--- config.mk ---
export PLATFORM = sky130hd
export DESIGN_NAME = dsp_slice
export DESIGN_NICKNAME = d
export VERILOG_FILES = /design/src/hw/dsp_cfg_pkg.sv /design/src/hw/dsp_ctrl_pkg.sv /design/src/hw/alu_segment.sv /design/src/hw/dsp_slice.sv /design/src/hw/operand_stage.sv /design/src/hw/simd_alu.sv
export SDC_FILE = /design/constraint.sdc
export NUM_CORES = 1
export LEC_CHECK = 0
export BUFFER_PORTS_ARGS = -buffer_cell sky130_fd_sc_hd__buf_2
export CAP_MARGIN = 25
export CORE_MARGIN = 2
export CORE_UTILIZATION = 35
export CTS_CLUSTER_DIAMETER = 100
export DETAILED_ROUTE_END_ITERATION = 12
export PLACE_DENSITY = 0.49
export SLEW_MARGIN = 30
export SYNTH_ARGS = -nofsm -noshare
export SYNTH_HDL_FRONTEND = slang
export SYNTH_SLANG_ARGS = --single-unit
--- constraint.sdc ---
create_clock -name clk -period 33.1 [get_ports clk]
set_input_delay 1.655 -clock clk [delete_from_list [all_inputs] [get_ports clk]]
set_output_delay 1.655 -clock clk [all_outputs]
set_load 0.005 [all_outputs]
--- src/hw/dsp_cfg_pkg.sv ---
// DSP slice sizing
package dsp_cfg_pkg;

	// Data path
	localparam int DATA_W = 48; // Operand and result width
	localparam int SEG_W = 12;
	localparam int SEG_N = DATA_W / SEG_W;

	// Segments per lane for each lane mode
	localparam int SEGS_ONE48 = SEG_N;
	localparam int SEGS_TWO24 = SEG_N / 2;
	localparam int SEGS_FOUR12 = 1;

endpackage

--- src/hw/dsp_ctrl_pkg.sv ---
// DSP slice control encodings
package dsp_ctrl_pkg;

	// ALU operation
	typedef enum logic [2:0] {
		OP_ADD = 3'd0, // z + w + x + y + cin
		OP_SUB = 3'd1, // z - (w + x + y + cin)
		OP_XOR = 3'd2,
		OP_AND = 3'd3,
		OP_OR  = 3'd4
	} alu_op_e;

	// SIMD split of the 48-bit word
	typedef enum logic [1:0] {
		LANE_ONE48  = 2'd0,
		LANE_TWO24  = 2'd1,
		LANE_FOUR12 = 2'd2
	} lane_mode_e;

	// Operand sources
	typedef enum logic [1:0] {
		X_ZERO = 2'd0,
		X_A    = 2'd1,
		X_P    = 2'd2 // Result feedback
	} x_sel_e;

	typedef enum logic [1:0] {
		Y_ZERO = 2'd0,
		Y_B    = 2'd1,
		Y_ONES = 2'd2
	} y_sel_e;

	typedef enum logic {
		W_ZERO = 1'b0,
		W_C    = 1'b1
	} w_sel_e;

	typedef enum logic [1:0] {
		Z_ZERO = 2'd0,
		Z_C    = 2'd1,
		Z_P    = 2'd2 // Result feedback
	} z_sel_e;

endpackage

--- src/hw/alu_segment.sv ---
// SIMD ALU segment
`timescale 1ns/1ps

module alu_segment #(
	parameter int WIDTH = 12
) (
	input  logic [WIDTH-1:0]      w,
	input  logic [WIDTH-1:0]      x,
	input  logic [WIDTH-1:0]      y,
	input  logic [WIDTH-1:0]      z,
	input  dsp_ctrl_pkg::alu_op_e alu_op,
	input  logic [1:0]            sum_cin, // Three-operand chain carry, 0..3
	input  logic [1:0]            tot_cin,
	output logic [WIDTH-1:0]      s,
	output logic [1:0]            sum_cout,
	output logic [1:0]            tot_cout
);

	import dsp_ctrl_pkg::*;

	logic [WIDTH+1:0] sum_full;
	logic [WIDTH-1:0] v;
	logic [WIDTH-1:0] v_op;
	logic [WIDTH+1:0] tot_full;

	// First chain, w + x + y with a two-bit carry
	// Three full-width terms need two carry bits
	assign sum_full = {2'b00, w} + {2'b00, x} + {2'b00, y} + {{WIDTH{1'b0}}, sum_cin};
	assign v = sum_full[WIDTH-1:0];
	assign sum_cout = sum_full[WIDTH+1:WIDTH];

	// Ones complement of the adder term for z - v, the +1 arrives at the lane start
	assign v_op = (alu_op == OP_SUB) ? ~v : v;

	// Second chain adds z
	assign tot_full = {2'b00, z} + {2'b00, v_op} + {{WIDTH{1'b0}}, tot_cin};
	assign tot_cout = tot_full[WIDTH+1:WIDTH];

	// Logic ops combine z with the adder term
	always_comb begin
		case (alu_op)
			OP_XOR:  s = z ^ v;
			OP_AND:  s = z & v;
			OP_OR:   s = z | v;
			default: s = tot_full[WIDTH-1:0]; // Add and subtract
		endcase
	end

endmodule

--- src/hw/dsp_slice.sv ---
// SIMD DSP slice top
`timescale 1ns/1ps

module dsp_slice (
	input  logic                           clk,
	input  logic                           rst_n,
	input  logic                           ce,
	input  logic [dsp_cfg_pkg::DATA_W-1:0] a,
	input  logic [dsp_cfg_pkg::DATA_W-1:0] b,
	input  logic [dsp_cfg_pkg::DATA_W-1:0] c,
	input  logic                           cin,
	input  dsp_ctrl_pkg::alu_op_e          alu_op,
	input  dsp_ctrl_pkg::lane_mode_e       lane_mode,
	input  dsp_ctrl_pkg::x_sel_e           x_sel,
	input  dsp_ctrl_pkg::y_sel_e           y_sel,
	input  dsp_ctrl_pkg::w_sel_e           w_sel,
	input  dsp_ctrl_pkg::z_sel_e           z_sel,
	output logic [dsp_cfg_pkg::DATA_W-1:0] p,
	output logic [dsp_cfg_pkg::SEG_N-1:0]  carry_out
);

	import dsp_cfg_pkg::*;
	import dsp_ctrl_pkg::*;

	logic [DATA_W-1:0] w;
	logic [DATA_W-1:0] x;
	logic [DATA_W-1:0] y;
	logic [DATA_W-1:0] z;
	logic              cin_q;
	alu_op_e           alu_op_q;
	lane_mode_e        lane_mode_q;

	operand_stage u_operand_stage (
		.clk        (clk),
		.rst_n      (rst_n),
		.ce         (ce),
		.a          (a),
		.b          (b),
		.c          (c),
		.cin        (cin),
		.alu_op     (alu_op),
		.lane_mode  (lane_mode),
		.x_sel      (x_sel),
		.y_sel      (y_sel),
		.w_sel      (w_sel),
		.z_sel      (z_sel),
		.p          (p), // Feedback
		.w          (w),
		.x          (x),
		.y          (y),
		.z          (z),
		.cin_q      (cin_q),
		.alu_op_q   (alu_op_q),
		.lane_mode_q(lane_mode_q)
	);

	simd_alu u_simd_alu (
		.clk      (clk),
		.rst_n    (rst_n),
		.ce       (ce),
		.w        (w),
		.x        (x),
		.y        (y),
		.z        (z),
		.cin      (cin_q),
		.alu_op   (alu_op_q),
		.lane_mode(lane_mode_q),
		.p        (p),
		.carry_out(carry_out)
	);

endmodule

--- src/hw/operand_stage.sv ---
// Operand register and select stage
`timescale 1ns/1ps

module operand_stage (
	input  logic                           clk,
	input  logic                           rst_n,
	input  logic                           ce,
	input  logic [dsp_cfg_pkg::DATA_W-1:0] a,
	input  logic [dsp_cfg_pkg::DATA_W-1:0] b,
	input  logic [dsp_cfg_pkg::DATA_W-1:0] c,
	input  logic                           cin,
	input  dsp_ctrl_pkg::alu_op_e          alu_op,
	input  dsp_ctrl_pkg::lane_mode_e       lane_mode,
	input  dsp_ctrl_pkg::x_sel_e           x_sel,
	input  dsp_ctrl_pkg::y_sel_e           y_sel,
	input  dsp_ctrl_pkg::w_sel_e           w_sel,
	input  dsp_ctrl_pkg::z_sel_e           z_sel,
	input  logic [dsp_cfg_pkg::DATA_W-1:0] p,
	output logic [dsp_cfg_pkg::DATA_W-1:0] w,
	output logic [dsp_cfg_pkg::DATA_W-1:0] x,
	output logic [dsp_cfg_pkg::DATA_W-1:0] y,
	output logic [dsp_cfg_pkg::DATA_W-1:0] z,
	output logic                           cin_q,
	output dsp_ctrl_pkg::alu_op_e          alu_op_q,
	output dsp_ctrl_pkg::lane_mode_e       lane_mode_q
);

	import dsp_cfg_pkg::*;
	import dsp_ctrl_pkg::*;

	logic [DATA_W-1:0] a_q;
	logic [DATA_W-1:0] b_q;
	logic [DATA_W-1:0] c_q;
	x_sel_e            x_sel_q;
	y_sel_e            y_sel_q;
	w_sel_e            w_sel_q;
	z_sel_e            z_sel_q;

	// Input registers, reset leaves a slice that computes zero
	always_ff @(posedge clk) begin
		if (!rst_n) begin
			a_q <= '0;
			b_q <= '0;
			c_q <= '0;
			cin_q <= 1'b0;
			alu_op_q <= OP_ADD;
			lane_mode_q <= LANE_ONE48;
			x_sel_q <= X_ZERO;
			y_sel_q <= Y_ZERO;
			w_sel_q <= W_ZERO;
			z_sel_q <= Z_ZERO;
		end else if (ce) begin
			a_q <= a;
			b_q <= b;
			c_q <= c;
			cin_q <= cin;
			alu_op_q <= alu_op;
			lane_mode_q <= lane_mode;
			x_sel_q <= x_sel;
			y_sel_q <= y_sel;
			w_sel_q <= w_sel;
			z_sel_q <= z_sel;
		end
	end

	// Operand muxes, p is the live result for accumulation
	always_comb begin
		case (x_sel_q)
			X_A:     x = a_q;
			X_P:     x = p;
			default: x = '0;
		endcase

		case (y_sel_q)
			Y_B:     y = b_q;
			Y_ONES:  y = '1;
			default: y = '0;
		endcase

		w = (w_sel_q == W_C) ? c_q : '0;

		case (z_sel_q)
			Z_C:     z = c_q;
			Z_P:     z = p;
			default: z = '0;
		endcase
	end

endmodule

--- src/hw/simd_alu.sv ---
// Segmented SIMD ALU
`timescale 1ns/1ps

module simd_alu (
	input  logic                         clk,
	input  logic                         rst_n,
	input  logic                         ce,
	input  logic [dsp_cfg_pkg::DATA_W-1:0] w,
	input  logic [dsp_cfg_pkg::DATA_W-1:0] x,
	input  logic [dsp_cfg_pkg::DATA_W-1:0] y,
	input  logic [dsp_cfg_pkg::DATA_W-1:0] z,
	input  logic                         cin,
	input  dsp_ctrl_pkg::alu_op_e        alu_op,
	input  dsp_ctrl_pkg::lane_mode_e     lane_mode,
	output logic [dsp_cfg_pkg::DATA_W-1:0] p,
	output logic [dsp_cfg_pkg::SEG_N-1:0]  carry_out
);

	import dsp_cfg_pkg::*;
	import dsp_ctrl_pkg::*;

	logic [1:0] sum_cin [SEG_N];
	logic [1:0] tot_cin [SEG_N];
	logic [1:0] sum_cout [SEG_N];
	logic [1:0] tot_cout [SEG_N];

	logic [DATA_W-1:0] s;
	logic [SEG_N-1:0]  cout_d;
	logic              add_op;
	logic              sub_one;

	// True when segment k opens a lane, k == SEG_N counts as the next word
	function automatic logic lane_start(lane_mode_e mode, int unsigned k);
		case (mode)
			LANE_TWO24:  return (k % SEGS_TWO24) == 0;
			LANE_FOUR12: return (k % SEGS_FOUR12) == 0;
			default:     return (k % SEGS_ONE48) == 0;
		endcase
	endfunction

	// Opcode decode
	assign add_op = (alu_op == OP_ADD);
	assign sub_one = (alu_op == OP_SUB); // +1 of the two's complement

	for (genvar k = 0; k < SEG_N; k++) begin : g_seg
		logic lane_top;

		if (k == 0) begin : g_first
			assign sum_cin[k] = {1'b0, cin};
			assign tot_cin[k] = {1'b0, sub_one};
		end else begin : g_next
			logic cut;

			// Cut both chains at a lane border
			assign cut = lane_start(lane_mode, k);
			assign sum_cin[k] = cut ? 2'b00 : sum_cout[k-1];
			assign tot_cin[k] = cut ? {1'b0, sub_one} : tot_cout[k-1];
		end

		assign lane_top = lane_start(lane_mode, k + 1);

		// Bit lane-width of z + w + x + y + cin
		assign cout_d[k] = (add_op && lane_top) ? (sum_cout[k][0] ^ tot_cout[k][0]) : 1'b0;

		alu_segment #(
			.WIDTH(SEG_W)
		) u_seg (
			.w       (w[k*SEG_W +: SEG_W]),
			.x       (x[k*SEG_W +: SEG_W]),
			.y       (y[k*SEG_W +: SEG_W]),
			.z       (z[k*SEG_W +: SEG_W]),
			.alu_op  (alu_op),
			.sum_cin (sum_cin[k]),
			.tot_cin (tot_cin[k]),
			.s       (s[k*SEG_W +: SEG_W]),
			.sum_cout(sum_cout[k]),
			.tot_cout(tot_cout[k])
		);
	end

	// Result register
	always_ff @(posedge clk) begin
		if (!rst_n) begin
			p <= '0;
			carry_out <= '0;
		end else if (ce) begin
			p <= s;
			carry_out <= cout_d;
		end
	end

endmodule

== Yosys cells after proc, flatten, opt, wreduce, memory -nomap -nowiden ==
Index checks and enable logic that the tools add are counted.
Widths: inputs -> output; s select.
Word-level totals
  bits in registers: 209
  input bits: 160
  logic and storage cells: 92
Cells by class
  add/subtract/negate cells: 20
  equality and inequality tests: 12
  mux-type cells: 24
  bitwise operators: 20
  reductions and logical operators: 4
Operators with widths (number)
  $pmux 48 s2: 3
  $pmux 12 s3: 4
  $add 12x12->13: 8
  $and 12x12->12: 4
  $mux 12: 4
  $mux 48: 1
  $not 12->12: 4
  $or 12x12->12: 4
  $xor 12x12->12: 4
  $add 14x12->14: 3
  $add 13x2->14: 2
  $add 14x2->14: 2
  $add 13x2->13: 2
  $add 13x1->14: 1
  $add 14x1->14: 1
  $add 13x12->13: 1
  $mux 2: 6
  $eq 2x1->1 const B: 4
  $eq 2x2->1 const B: 4
  $eq 3x2->1 const B: 2
  $mux 1: 6
  $xor 1x1->1: 4
  $eq 3x1->1 const B: 1
  $eq 3x3->1 const B: 1
  3 further kinds: 4

== Depth between registers and ports, before layout ==
Gate-level depths: netlist of run 1.
  word-level depth: 17
  mapped depth: 70

== Modules after synthesis ==
From an unflattened synthesis of run 1, not the netlist that was laid out.
Unflattened totals
  cells, all modules: 2396
  area, all modules: 20828.7 sq um
Modules (own cells, without submodules)
  operand_stage: instances 1, cells an instance 904, area an instance 8179.1 sq um, sequential area each 3143.0 sq um
  alu_segment at u_simd_alu.g_seg[1].u_seg: instances 1, cells an instance 332, area an instance 2696.3 sq um, sequential area each 0.0 sq um
  alu_segment at u_simd_alu.g_seg[3].u_seg: instances 1, cells an instance 317, area an instance 2657.5 sq um, sequential area each 0.0 sq um
  alu_segment at u_simd_alu.g_seg[0].u_seg: instances 1, cells an instance 324, area an instance 2605.0 sq um, sequential area each 0.0 sq um
  alu_segment at u_simd_alu.g_seg[2].u_seg: instances 1, cells an instance 325, area an instance 2592.5 sq um, sequential area each 0.0 sq um
  simd_alu: instances 1, cells an instance 194, area an instance 2098.3 sq um, sequential area each 1041.0 sq um

== Least setup slack after synthesis of run 1 ==
Ideal clock, no wire load.
  kind: reg-to-reg
  from: register u_operand_stage.x_sel_q[1]
  to: register u_simd_alu.p[47] in the netlist's numbering
  setup time: 0.122 ns
  arrival: 12.351 ns
  required time: 32.978 ns
  setup slack: 20.627 ns
  cell stages (with the launch flop): 69
  clock period less this slack: 12.473 ns
  cells stage by stage: dfxtp_1 inv_1 ha_1 clkbuf_1 buf_1 a22oi_1 nor2_1 ha_1 inv_1 fa_1 nor2b_1 o21a_1 o21ai_2 a21oi_2 a21oi_1 xnor2_1 ha_1 buf_2 [33 not listed] ha_1 o21a_1 nor2_1 a21oi_1 a21o_1 a211oi_1 nor2_1 fa_1 ha_1 fa_1 a21o_1 a21oi_2 o21bai_1 a2111oi_2 o31ai_1 a21oi_1 xor2_1 o21ai_1
On the way
  longest elaborated chain between the ends: 16
  elaborated cells on any way between the ends: 41
Ends and longest elaborated chain
  from (decl): line operand_stage.sv:34  | x_sel_e x_sel_q;
  from (signal assigned): line operand_stage.sv:59  | x_sel_q <= x_sel;
  $eq 2x2->1 or $eq 2x1->1 (tied branches): line operand_stage.sv:68  | case (x_sel_q)
  $pmux 48 s2 (*): line operand_stage.sv:68
  $add 12x12->13: line alu_segment.sv:28  | assign sum_full = {2'b00, w} + {2'b00, x} + {2'b00, y} + {{WIDTH{1'b0}}, sum_cin};
  $add 14x12->14: line alu_segment.sv:28
  $add 14x1->14: line alu_segment.sv:28
  $mux 2 or $not 12->12 (tied branches): line simd_alu.sv:56, alu_segment.sv:33
  $add 14x2->14 or $mux 12 (tied branches): line alu_segment.sv:28, alu_segment.sv:33
  $mux 2, or another cell as far along: line simd_alu.sv:56  | assign sum_cin[k] = cut ? 2'b00 : sum_cout[k-1];
  $add 14x2->14, or another cell as far along: line alu_segment.sv:28
  $mux 2, or another cell as far along: line simd_alu.sv:56
  $add 13x2->13, or another cell as far along: line alu_segment.sv:28
  $not 12->12, or another cell as far along: line alu_segment.sv:33  | assign v_op = (alu_op == OP_SUB) ? ~v : v;
  $mux 12 or $add 13x2->14 (tied branches): line alu_segment.sv:33, alu_segment.sv:36
  $add 12x12->13 or $mux 2 (tied branches): line alu_segment.sv:36, simd_alu.sv:57
  $add 13x2->13: line alu_segment.sv:36  | assign tot_full = {2'b00, z} + {2'b00, v_op} + {{WIDTH{1'b0}}, tot_cin};
  $pmux 12 s3 (*): line alu_segment.sv:41  | case (alu_op)
  to (signal assigned): line simd_alu.sv:87  | p <= s;
  to (decl): line simd_alu.sv:15  | output logic [dsp_cfg_pkg::DATA_W-1:0] p,
Mark *: on every way between the ends. The rest lies on a longest branch, timed or not.
A chain may end at the register's enable or synchronous reset.

== Worst setup path after layout of run 1 ==
  from: register u_operand_stage.x_sel_q[0]
  to: register u_simd_alu.p[47] in the netlist's numbering
Same word-level chain as after synthesis.

==> qor.txt, run 1 <==
Outcome: finished clean
Syn Area/Cell: 8.33 um2
Hold Crit Class: reg2reg
CTS root buffer: clkbuf_16
Relative slew slack: 35.0%
CP Launch Point: u_operand_stage.x_sel_q[0]
Pre-CTS setup slack: 19.42 ns
CTS tree: built
Seq/Total Area, Yosys: 21.6%
Worst path slowest cell: ha_2
Post-route ant nets: 0
Initial antenna violation count: 0
Placeable Area: 54900 um2
Rows: 86
Post-Layout Inst Area: 22000 um2
Endpoints failing hold: 0
Crit path max fanout: 28
Total power: 0.788 mW
Yosys warning total: 0
Overall routed net length: 59100 um
Yosys top cell by area: dfxtp_1
Total clock buffers created by CTS: 28
Finished Core Util: 40.1%
DP Cell Count: 3136
CTS Sinks: 209
First-pass GRT wire length: 92800 um
Crit Reg-Reg Endpoint: u_simd_alu.p[47]
CP Capture Type: register
Reg2Reg Setup Slack: 19.45 ns
Syn-to-layout area delta: 13.6%
Post-Syn Area: 19400 um2
Area contributors post-synth: dfxtp_1 (22%), ha_1 (18%), mux2i_1 (11%)
Worst-Margin Slew: 0.971 ns
Maxcap violations: 0
CP max stage delay: 0.69 ns
Port Buffer Count: 211
Clock skew: 0.0108 ns
Commonest non-fill, non-tap cell in the layout: nor2_1
Vias/cell: 5.23
WP data required: 33.56 ns
VDD IR max: 0.0000365 V
Main synth FF type: dfxtp_1
Non-filler cells, final: 3185
CTS Hold Buffers Added: 0
WL/cell: 18.5 um
Tcrit/Tclk final: 41.2%
Drt pass-1 iters: 5
HPWL Detailed: 42800 um
Library cells used by synthesis: 75
Worst R2R Start: u_operand_stage.x_sel_q[0]
CTS clk-pin slew, worst paths: 0.06 ns
Async S/R FF share, synth: 0%
Die area: 57200 um2
PD cells: 35.8 nW/um2
Routability cong.: 0.821
Max Slew Vio Count: 0
Layout cells sized above 1: 16.7%
Drt drc: 0
Setup TNS: 0 ns
Worst setup path endpoint: u_simd_alu.p[47]
Synth top area share: 21.6%
H-tree depth: 1
Vias in the first global route: 16704
Setup crit start kind: register
Setup ws final: 19.45 ns
Grt total ovfl: 0
Area of placed instances: 21000 um2
Post-layout min period: 13.65 ns
R2R cell count: 64
Post-CTS Setup Bufs: 0
Cts repair resizes: 0
Leakage: 10.9 nW
CP arrival: 14.11 ns
Synth Register Bits: 209
Min Hold Slack: 0.497 ns
GRT Overall Usage: 20.4%
Synthesized instance count: 2325
Crit Path Class: reg2reg
Die width: 239 um
Clock Tree Buf Depth: 3
Most frequent cells in the layout: nor2_1 (310), ha_1 (275), buf_2 (210)
FMAX: 0.0732 GHz
Final net count: 2937
Clock Latency Late Sink: 0.58 ns
Drt initial violations: 779
Post-Synthesis Net Count: 2799
Final setup fails: 0
Post-synth EDFFs: 0
Die Span Y: 239 um
Largest net degree at the start of global routing: 118
Via count: 16654
RSZ-0062 raised after global routing: false
I/O Pins: 212
Initial Utilization: 35.3%
power by group:
part | internal (mW) | switching, mW | total (mW)
combinational | 0.0727 | 0.106 | 0.179
clock | 0.200 | 0.123 | 0.323
sequential | 0.268 | 0.0177 | 0.286
layer usage:
layer / share of wire [%] / wire (um) / GRT usage (%)
met5: 0 / 0 / 0
met4: 2.9 / 1710 / 5.91
met3: 4.5 / 2680 / 2.63
met2: 47 / 27600 / 34.8
met1: 46 / 27100 / 26.9
worst min-delay path by stage:
stage | cells after the start | to | startpoint | slack (ns)
after floorplan | 2 | u_simd_alu.carry_out[0] | u_simd_alu.carry_out[0] | 0.44
after global placement | 2 | u_operand_stage.b_q[35] | u_operand_stage.b_q[35] | 0.48
after detailed placement | 2 | u_operand_stage.b_q[4] | u_operand_stage.b_q[4] | 0.48
after CTS | 2 | u_operand_stage.a_q[32] | u_operand_stage.a_q[32] | 0.50
after global routing | 2 | u_operand_stage.a_q[25] | u_operand_stage.a_q[25] | 0.52
final | 2 | u_operand_stage.a_q[23] | u_operand_stage.a_q[23] | 0.50
state kept, by name, summed over array words and instances (netlist names):
register                     cells
u_operand_stage.cin_q            1
u_operand_stage.c_q             48
u_operand_stage.a_q             48
u_operand_stage.y_sel_q          2
u_operand_stage.x_sel_q          2
u_operand_stage.lane_mode_q      2
u_simd_alu.carry_out             4
u_simd_alu.p                    48
u_operand_stage.w_sel_q          1
u_operand_stage.z_sel_q          2
u_operand_stage.b_q             48
u_operand_stage.alu_op_q         3
synthesized netlist by cell type, drive strengths merged, types with 6 or more instances:
master,n
nor2,311
ha,281
dfxtp,209
mux2i,208
inv,195
a21oi,159
a22oi,106
xnor2,89
o21ai,87
clkbuf,84
or2,84
nand2,66
xor2,53
buf,42
and2,35
fa,33
a21o,32
nor2b,24
nor3,21
a211oi,18
nand2b,18
o21a,17
o211ai,16
o22ai,15
o21bai,13
o221ai,13
nand3,12
a221oi,9
a211o,7
a21boi,7
a31oi,7
and3,7
nor4,6
o31ai,6
kinds of logic after synthesis:
| family | Yosys count | share of synthesized area [%] |
|---|---|---|
| compound gates | 536 | 18.9 |
| xor+xnor | 142 | 6.46 |
| fa+ha+maj | 314 | 21.6 |
| buf+inv | 321 | 6.42 |
| flops | 209 | 21.6 |
| mux | 210 | 10.9 |
| simple gates | 593 | 14.2 |
layout make-up:
type	count	area, um2
Tap cell	704	881
Timing Repair Buffer	234	1260
Inverter	195	737
Clock inverter	10	185
Fill cell	5639	32900
Clock buffer	37	766
Multi-Input combinational cell	1795	14000
Sequential cell	209	4190
Antenna cell	1	2.50
critical path, delay by kind of cell (launching register included):
family	cells	cell delay (ns)
DFF	1	0.36
xor gates and xnor gates	5	0.94
and+or+nand+nor	8	1.14
AOI/OAI and AO/OA	31	5.18
adders and majority gates	15	5.59
buffers and inverters	5	0.33
No activity file was read; power rests on OpenSTA's default activity.
==> run 2, diff against run 1 <==
- clock period: 33.1 -> 12.6 ns (I/O delays scaled with it)
==> run 2 against run 1 <==
Effect of this change: combinational power grew to 2.7 times the previous value; die area unchanged; first-iteration DRC count is 3.9% lower; clock skew up 0.0056 ns; worst setup slack worse by 19 ns; non-clock buffer count up 39; hold slack got worse by 0.22 ns; cell count rose by 1.3%; sequential cell count did not move; via count up 1.8%; critical path depth unchanged; maximum frequency grew 14%; critical path type unchanged; critical endpoint unchanged; largest cell class unchanged.
==> qor.txt, run 2 (same netlist as run 1, synthesis figures left out) <==
Leakage: 11.2 nW (+2.2%)
Final net count: 2976 (+1.3%)
Routability cong.: 0.833 (+1.4%)
HPWL Detailed: 43500 um (+1.5%)
Total clock buffers created by CTS: 28 (unchanged)
CTS root buffer: clkbuf_16
Hold path depth: 3 (+1)
PD cells: 92.0 nW/um2 (+160%)
CP max stage delay: 0.48 ns (-0.21 ns)
CTS Sinks: 209 (unchanged)
VDD IR max: 0.0000946 V (+160%)
Setup TNS: 0 ns (unchanged)
Maxcap violations: 0 (unchanged)
Largest net degree at the start of global routing: 103 (-13%)
Die Span Y: 239 um (unchanged)
CP Capture Type: register
Final setup fails: 0 (unchanged)
CTS Hold Buffers Added: 0 (unchanged)
Grt total ovfl: 0 (unchanged)
Layout cells sized above 1: 20.1% (+3.4 points)
Crit Path Class: reg2reg
Clock Tree Buf Depth: 3 (unchanged)
Vias in the first global route: 17124 (+2.5%)
Vias/cell: 5.25 (+0.45%)
Min Hold Slack: 0.279 ns (-0.217 ns)
Max Slew Vio Count: 0 (unchanged)
Placeable Area: 54900 um2 (unchanged)
R2R cell count: 64 (unchanged)
Endpoints failing hold: 0 (unchanged)
Clock Latency Late Sink: 0.58 ns (about the same)
Tcrit/Tclk final: 95.4% (+54 points)
Worst path slowest cell: fa_1
Drt initial violations: 749 (-3.9%)
Total power: 2.08 mW (+160%)
Overall routed net length: 60500 um (+2.4%)
Drt drc: 0 (unchanged)
WL/cell: 18.7 um (+1.0%)
CP Launch Point: u_operand_stage.x_sel_q[0]
Via count: 16949 (+1.8%)
Drt pass-1 iters: 5 (unchanged)
Area of placed instances: 21200 um2 (+1.1%)
Initial antenna violation count: 1 (+1)
Gr busiest metal: met2
Global Route met2 Usage: 35.8% (+1.0 points)
Hold Crit Class: in2reg
Commonest non-fill, non-tap cell in the layout: nor2_1
Post-layout min period: 12.02 ns (-1.64 ns)
Most frequent cells in the layout: nor2_1 (308), ha_1 (268), buf_2 (210)
Hold Path Sink: u_operand_stage.a_q[20]
Reg2Reg Setup Slack: 0.58 ns (-18.86 ns)
Worst Hold Launch: a[20]
Worst R2R Start: u_operand_stage.x_sel_q[0]
Clock skew: 0.0164 ns (+0.00557 ns)
CTS tree: built
Worst-Margin Slew: 1.03 ns (+0.0564 ns)
Syn-to-layout area delta: 16.6%
Setup crit start kind: register
Die width: 239 um (unchanged)
WP data required: 13.06 ns (-20.50 ns)
Routing usage on met1: 27.3% (+0.38 points)
Finished Core Util: 41.1% (+1.0 points)
H-tree depth: 1 (unchanged)
ANT cells: 0 (-1)
Rows: 86 (unchanged)
First-pass GRT wire length: 94000 um (+1.3%)
FMAX: 0.0832 GHz (+14%)
Crit Reg-Reg Endpoint: u_simd_alu.p[47]
Outcome: finished clean
CP arrival: 12.48 ns (-1.63 ns)
Initial Utilization: 35.3% (unchanged)
I/O Pins: 212 (unchanged)
Post-route ant nets: 0 (unchanged)
CTS clk-pin slew, worst paths: 0.06 ns (about the same)
Relative slew slack: 31.3% (-3.8 points)
Port Buffer Count: 211 (unchanged)
Crit path max fanout: 4 (-86%)
GRT Overall Usage: 20.6% (+0.25 points)
Post-Layout Inst Area: 22600 um2 (+2.6%)
Die area: 57200 um2 (unchanged)
Met3 GRT Util: 2.54% (-0.092 points)
run 2: repair_timing:
item / CTS / global route
setup buffers: 1 / 12
pin swaps: 3 / 43
gates cloned: 0 / 0
resized for setup: 2 / 58
setup endpoints to repair: 3 / 11
run 2: layer usage:
| metal | vias up | routed length, um | share of wire (%) |
|---|---|---|---|
| met1 | 8177 | 28400 | 47 |
| li1 | 8398 | - | - |
| met4 | 2 | 1340 | 2.2 |
| met2 | 287 | 28400 | 47 |
| met3 | 85 | 2290 | 3.8 |
| met5 | - | 13 | 0.022 |
run 2: worst max-delay path, delay by kind of cell, from the launching register on:
family	cells	cell delay [ns]
AOI/OAI and AO/OA	32	5.19
adders and majority gates	14	4.22
xor gates and xnor gates	6	0.87
and+or+nand+nor	5	0.77
buffers and inverters	7	0.47
DFF	1	0.36
run 2: power by group:
group	switching [mW]	total (mW)	internal, mW
clock	0.336	0.837	0.501
combinational	0.286	0.489	0.202
sequential	0.0446	0.750	0.705
total	0.667	2.08	1.41
run 2: area by class of cell:
type                            count  area (um2)
Clock buffer                       40         797
Clock inverter                     11         148
Fill cell                        5563       32300
Inverter                          195         737
Multi-Input combinational cell   1795       14200
Sequential cell                   209        4190
Tap cell                          704         881
Timing Repair Buffer              273        1560
run 2: metrics by stage:
| stage | instances | setup slack, ns |
|---|---|---|
| floorplan | 2325 | 0.127 |
| global placement | 3163 | 0.0433 |
| detailed placement | 3163 | -0.186 |
| CTS | 3215 | -0.0297 |
| global route | 3227 | -0.123 |
| finish | 3227 | 0.585 |
run 2: worst max path at each step:
stage | to | cells past startpoint
4_1_cts | u_simd_alu.p[47] | 65
5_1_grt | u_simd_alu.p[47] | 66
3_5_place_dp | u_simd_alu.p[47] | 65
3_3_place_gp | u_simd_alu.p[47] | 64
6_report | u_simd_alu.p[47] | 64
2_1_floorplan | u_simd_alu.p[47] | 68
==> run 3, diff against run 2 <==
- CORE_MARGIN: 2 -> not set
- CORE_UTILIZATION: 35 -> 53
- PLACE_DENSITY: 0.49 -> 0.7
==> run 3 against run 2 <==
Effect of this change: the run now ends with DRC left; global-route usage grew 8.2 points; non-clock buffer count decreased by 5; total power fell by 3.2%; clock skew increased by 0.0088 ns; sequential cell count is the same; largest cell class unchanged; highest routed layer is now met4.
==> qor.txt, run 3 (same netlist as run 1, synthesis figures left out) <==
Tcrit/Tclk final: 94.6% (-0.72 points)
Part of the power in the clock network: 38.8% (-1.5 points)
FMAX: 0.0839 GHz (+0.76%)
Setup TNS: 0 ns (unchanged)
Clock Latency Late Sink: 0.57 ns (about the same)
Layout cells sized above 1: 19.9% (-0.16 points)
Largest net degree at the start of global routing: 97 (-5.8%)
Endpoints failing hold: 0 (unchanged)
Initial antenna violation count: 2 (+1)
Vias/cell: 5.77 (+9.8%)
GRT Overall Usage: 28.8% (+8.2 points)
Via count: 17147 (+1.2%)
Commonest non-fill, non-tap cell in the layout: nor2_1
Clock skew: 0.0251 ns (+0.00875 ns)
Syn-to-layout area delta: 14.2%
Post-layout min period: 11.93 ns (-0.0901 ns)
WP data required: 13.04 ns (-0.02 ns)
Die area: 37300 um2 (-35%)
Overall routed net length: 54900 um (-9.2%)
Switching part of the total: 31.6% (-0.55 points)
VDD IR max: 0.000106 V (+13%)
Crit path max fanout: 6 (+2)
CP arrival: 12.37 ns (-0.11 ns)
Relative slew slack: 33.6% (+2.4 points)
Sw power: 0.635 mW (-4.9%)
Leakage: 11.1 nW (-0.65%)
Initial Utilization: 54.2% (+19 points)
Pint: 1.37 mW (-2.4%)
Crit Path Class: reg2reg
Rows: 69 (-20%)
CP Capture Type: register
Post-Layout Inst Area: 22100 um2 (-2.0%)
HPWL Detailed: 40600 um (-6.7%)
Non-filler cells, final: 2974 (-7.8%)
Die Span Y: 193 um (-19%)
CTS clk-pin slew, worst paths: 0.07 ns (about the same)
Grt total ovfl: 0 (unchanged)
Outcome: finished, violations left
Total clock buffers created by CTS: 26 (-7.1%)
Failing checks: DRC
CTS Hold Buffers Added: 0 (unchanged)
Comb power frac: 24.0% (+0.5 points)
Final setup fails: 0 (unchanged)
Setup crit start kind: register
PD cells: 90.9 nW/um2 (-1.2%)
Hold Crit Class: in2reg
Max Slew Vio Count: 0 (unchanged)
Drt pass-1 iters: 11 (+6)
Placeable Area: 35700 um2 (-35%)
Die width: 193 um (-19%)
Clock Tree Buf Depth: 3 (unchanged)
Port Buffer Count: 211 (unchanged)
Drt initial violations: 1003 (+34%)
Most frequent cells in the layout: nor2_1 (307), ha_1 (268), buf_2 (210)
First-pass GRT wire length: 86400 um (-8.1%)
Drt drc: 2 (+2)
I/O Pins: 212 (unchanged)
Final net count: 2969 (-0.24%)
Area of placed instances: 20900 um2 (-1.7%)
Vias in the first global route: 16844 (-1.6%)
Share of power burned in registers: 37.2% (+1.1 points)
Post-route ant nets: 0 (unchanged)
Finished Core Util: 61.9% (+21 points)
CTS tree: built
Routability cong.: 0.901 (+8.2%)
CTS root buffer: clkbuf_16
Worst path slowest cell: fa_1
DP Cell Count: 2915 (-7.8%)
Total power: 2.01 mW (-3.2%)
Worst-Margin Slew: 0.996 ns (-0.0319 ns)
Maxcap violations: 0 (unchanged)
H-tree depth: 1 (unchanged)
CTS Sinks: 209 (unchanged)
CP max stage delay: 0.47 ns (about the same)
ANT cells: 0 (unchanged)
WL/cell: 18.5 um (-1.4%)
==> run 3: final timing paths <==
check / startpoint / end / slack, ns / cells after the start
hold reg to reg: u_operand_stage.b_q[25] / u_operand_stage.b_q[25] / 0.49 / 2
setup reg to reg: u_operand_stage.x_sel_q[0] / u_simd_alu.p[47] / 0.67 / 66
hold / removal: a[42] / u_operand_stage.a_q[42] / 0.30 / 3
setup / recovery: u_operand_stage.x_sel_q[0] / u_simd_alu.p[47] / 0.67 / 66
==> run 3: area by class of cell <==
cell class | instances | area [um2]
multi-input combinational | 1795 | 14200
fill | 3145 | 13600
sequential | 209 | 4190
timing repair buffer | 268 | 1500
inverter | 195 | 737
clock buffer | 33 | 728
tap | 461 | 577
clock inverter | 13 | 144
==> run 3: worst max-delay path, delay by kind of cell, from the launching register on <==
| kind | cells | cell delay (ns) |
|---|---|---|
| DFF | 1 | 0.34 |
| AOI/OAI and AO/OA | 31 | 4.55 |
| and+or+nand+nor | 8 | 1.03 |
| adders and majority gates | 15 | 4.56 |
| buffers and inverters | 7 | 0.49 |
| xor gates and xnor gates | 5 | 0.83 |
==> run 3: per-layer routing <==
layer / up-vias / track usage [%] / part of all wire, %
met2: 433 / 50.6 / 48
met5: - / 0 / 0
met3: 85 / 3.00 / 4.8
li1: 8370 / - / -
met4: 0 / 7.36 / 2.5
met1: 8259 / 37.5 / 45
==> run 3: timing repair <==
item                       4_1_cts  5_1_grt
setup endpoints to repair        2       11
setup buffers                    0       13
gates resized for setup          2       56
pin swaps                        1       31
==> run 3: stage by stage <==
| stage | worst slack, ns | hold WS (ns) |
|---|---|---|
| after global placement | 0.168 | 0.475 |
| after global routing | -0.0893 | 0.293 |
| after detailed placement | 0.0144 | 0.485 |
| final | 0.675 | 0.297 |
| after CTS | 0.0323 | 0.282 |
| after floorplan | 0.127 | 0.442 |
==> run 3: power groups by stage <==
stage          logic, mW  clock network [mW]  registers [mW]
6_report           0.481               0.780           0.747
3_3_place_gp       0.455                   0           0.759
3_5_place_dp       0.468                   0           0.760
2_1_floorplan      0.327                   0           0.744
5_1_grt            0.533               0.821           0.751
4_1_cts            0.471               0.795           0.746
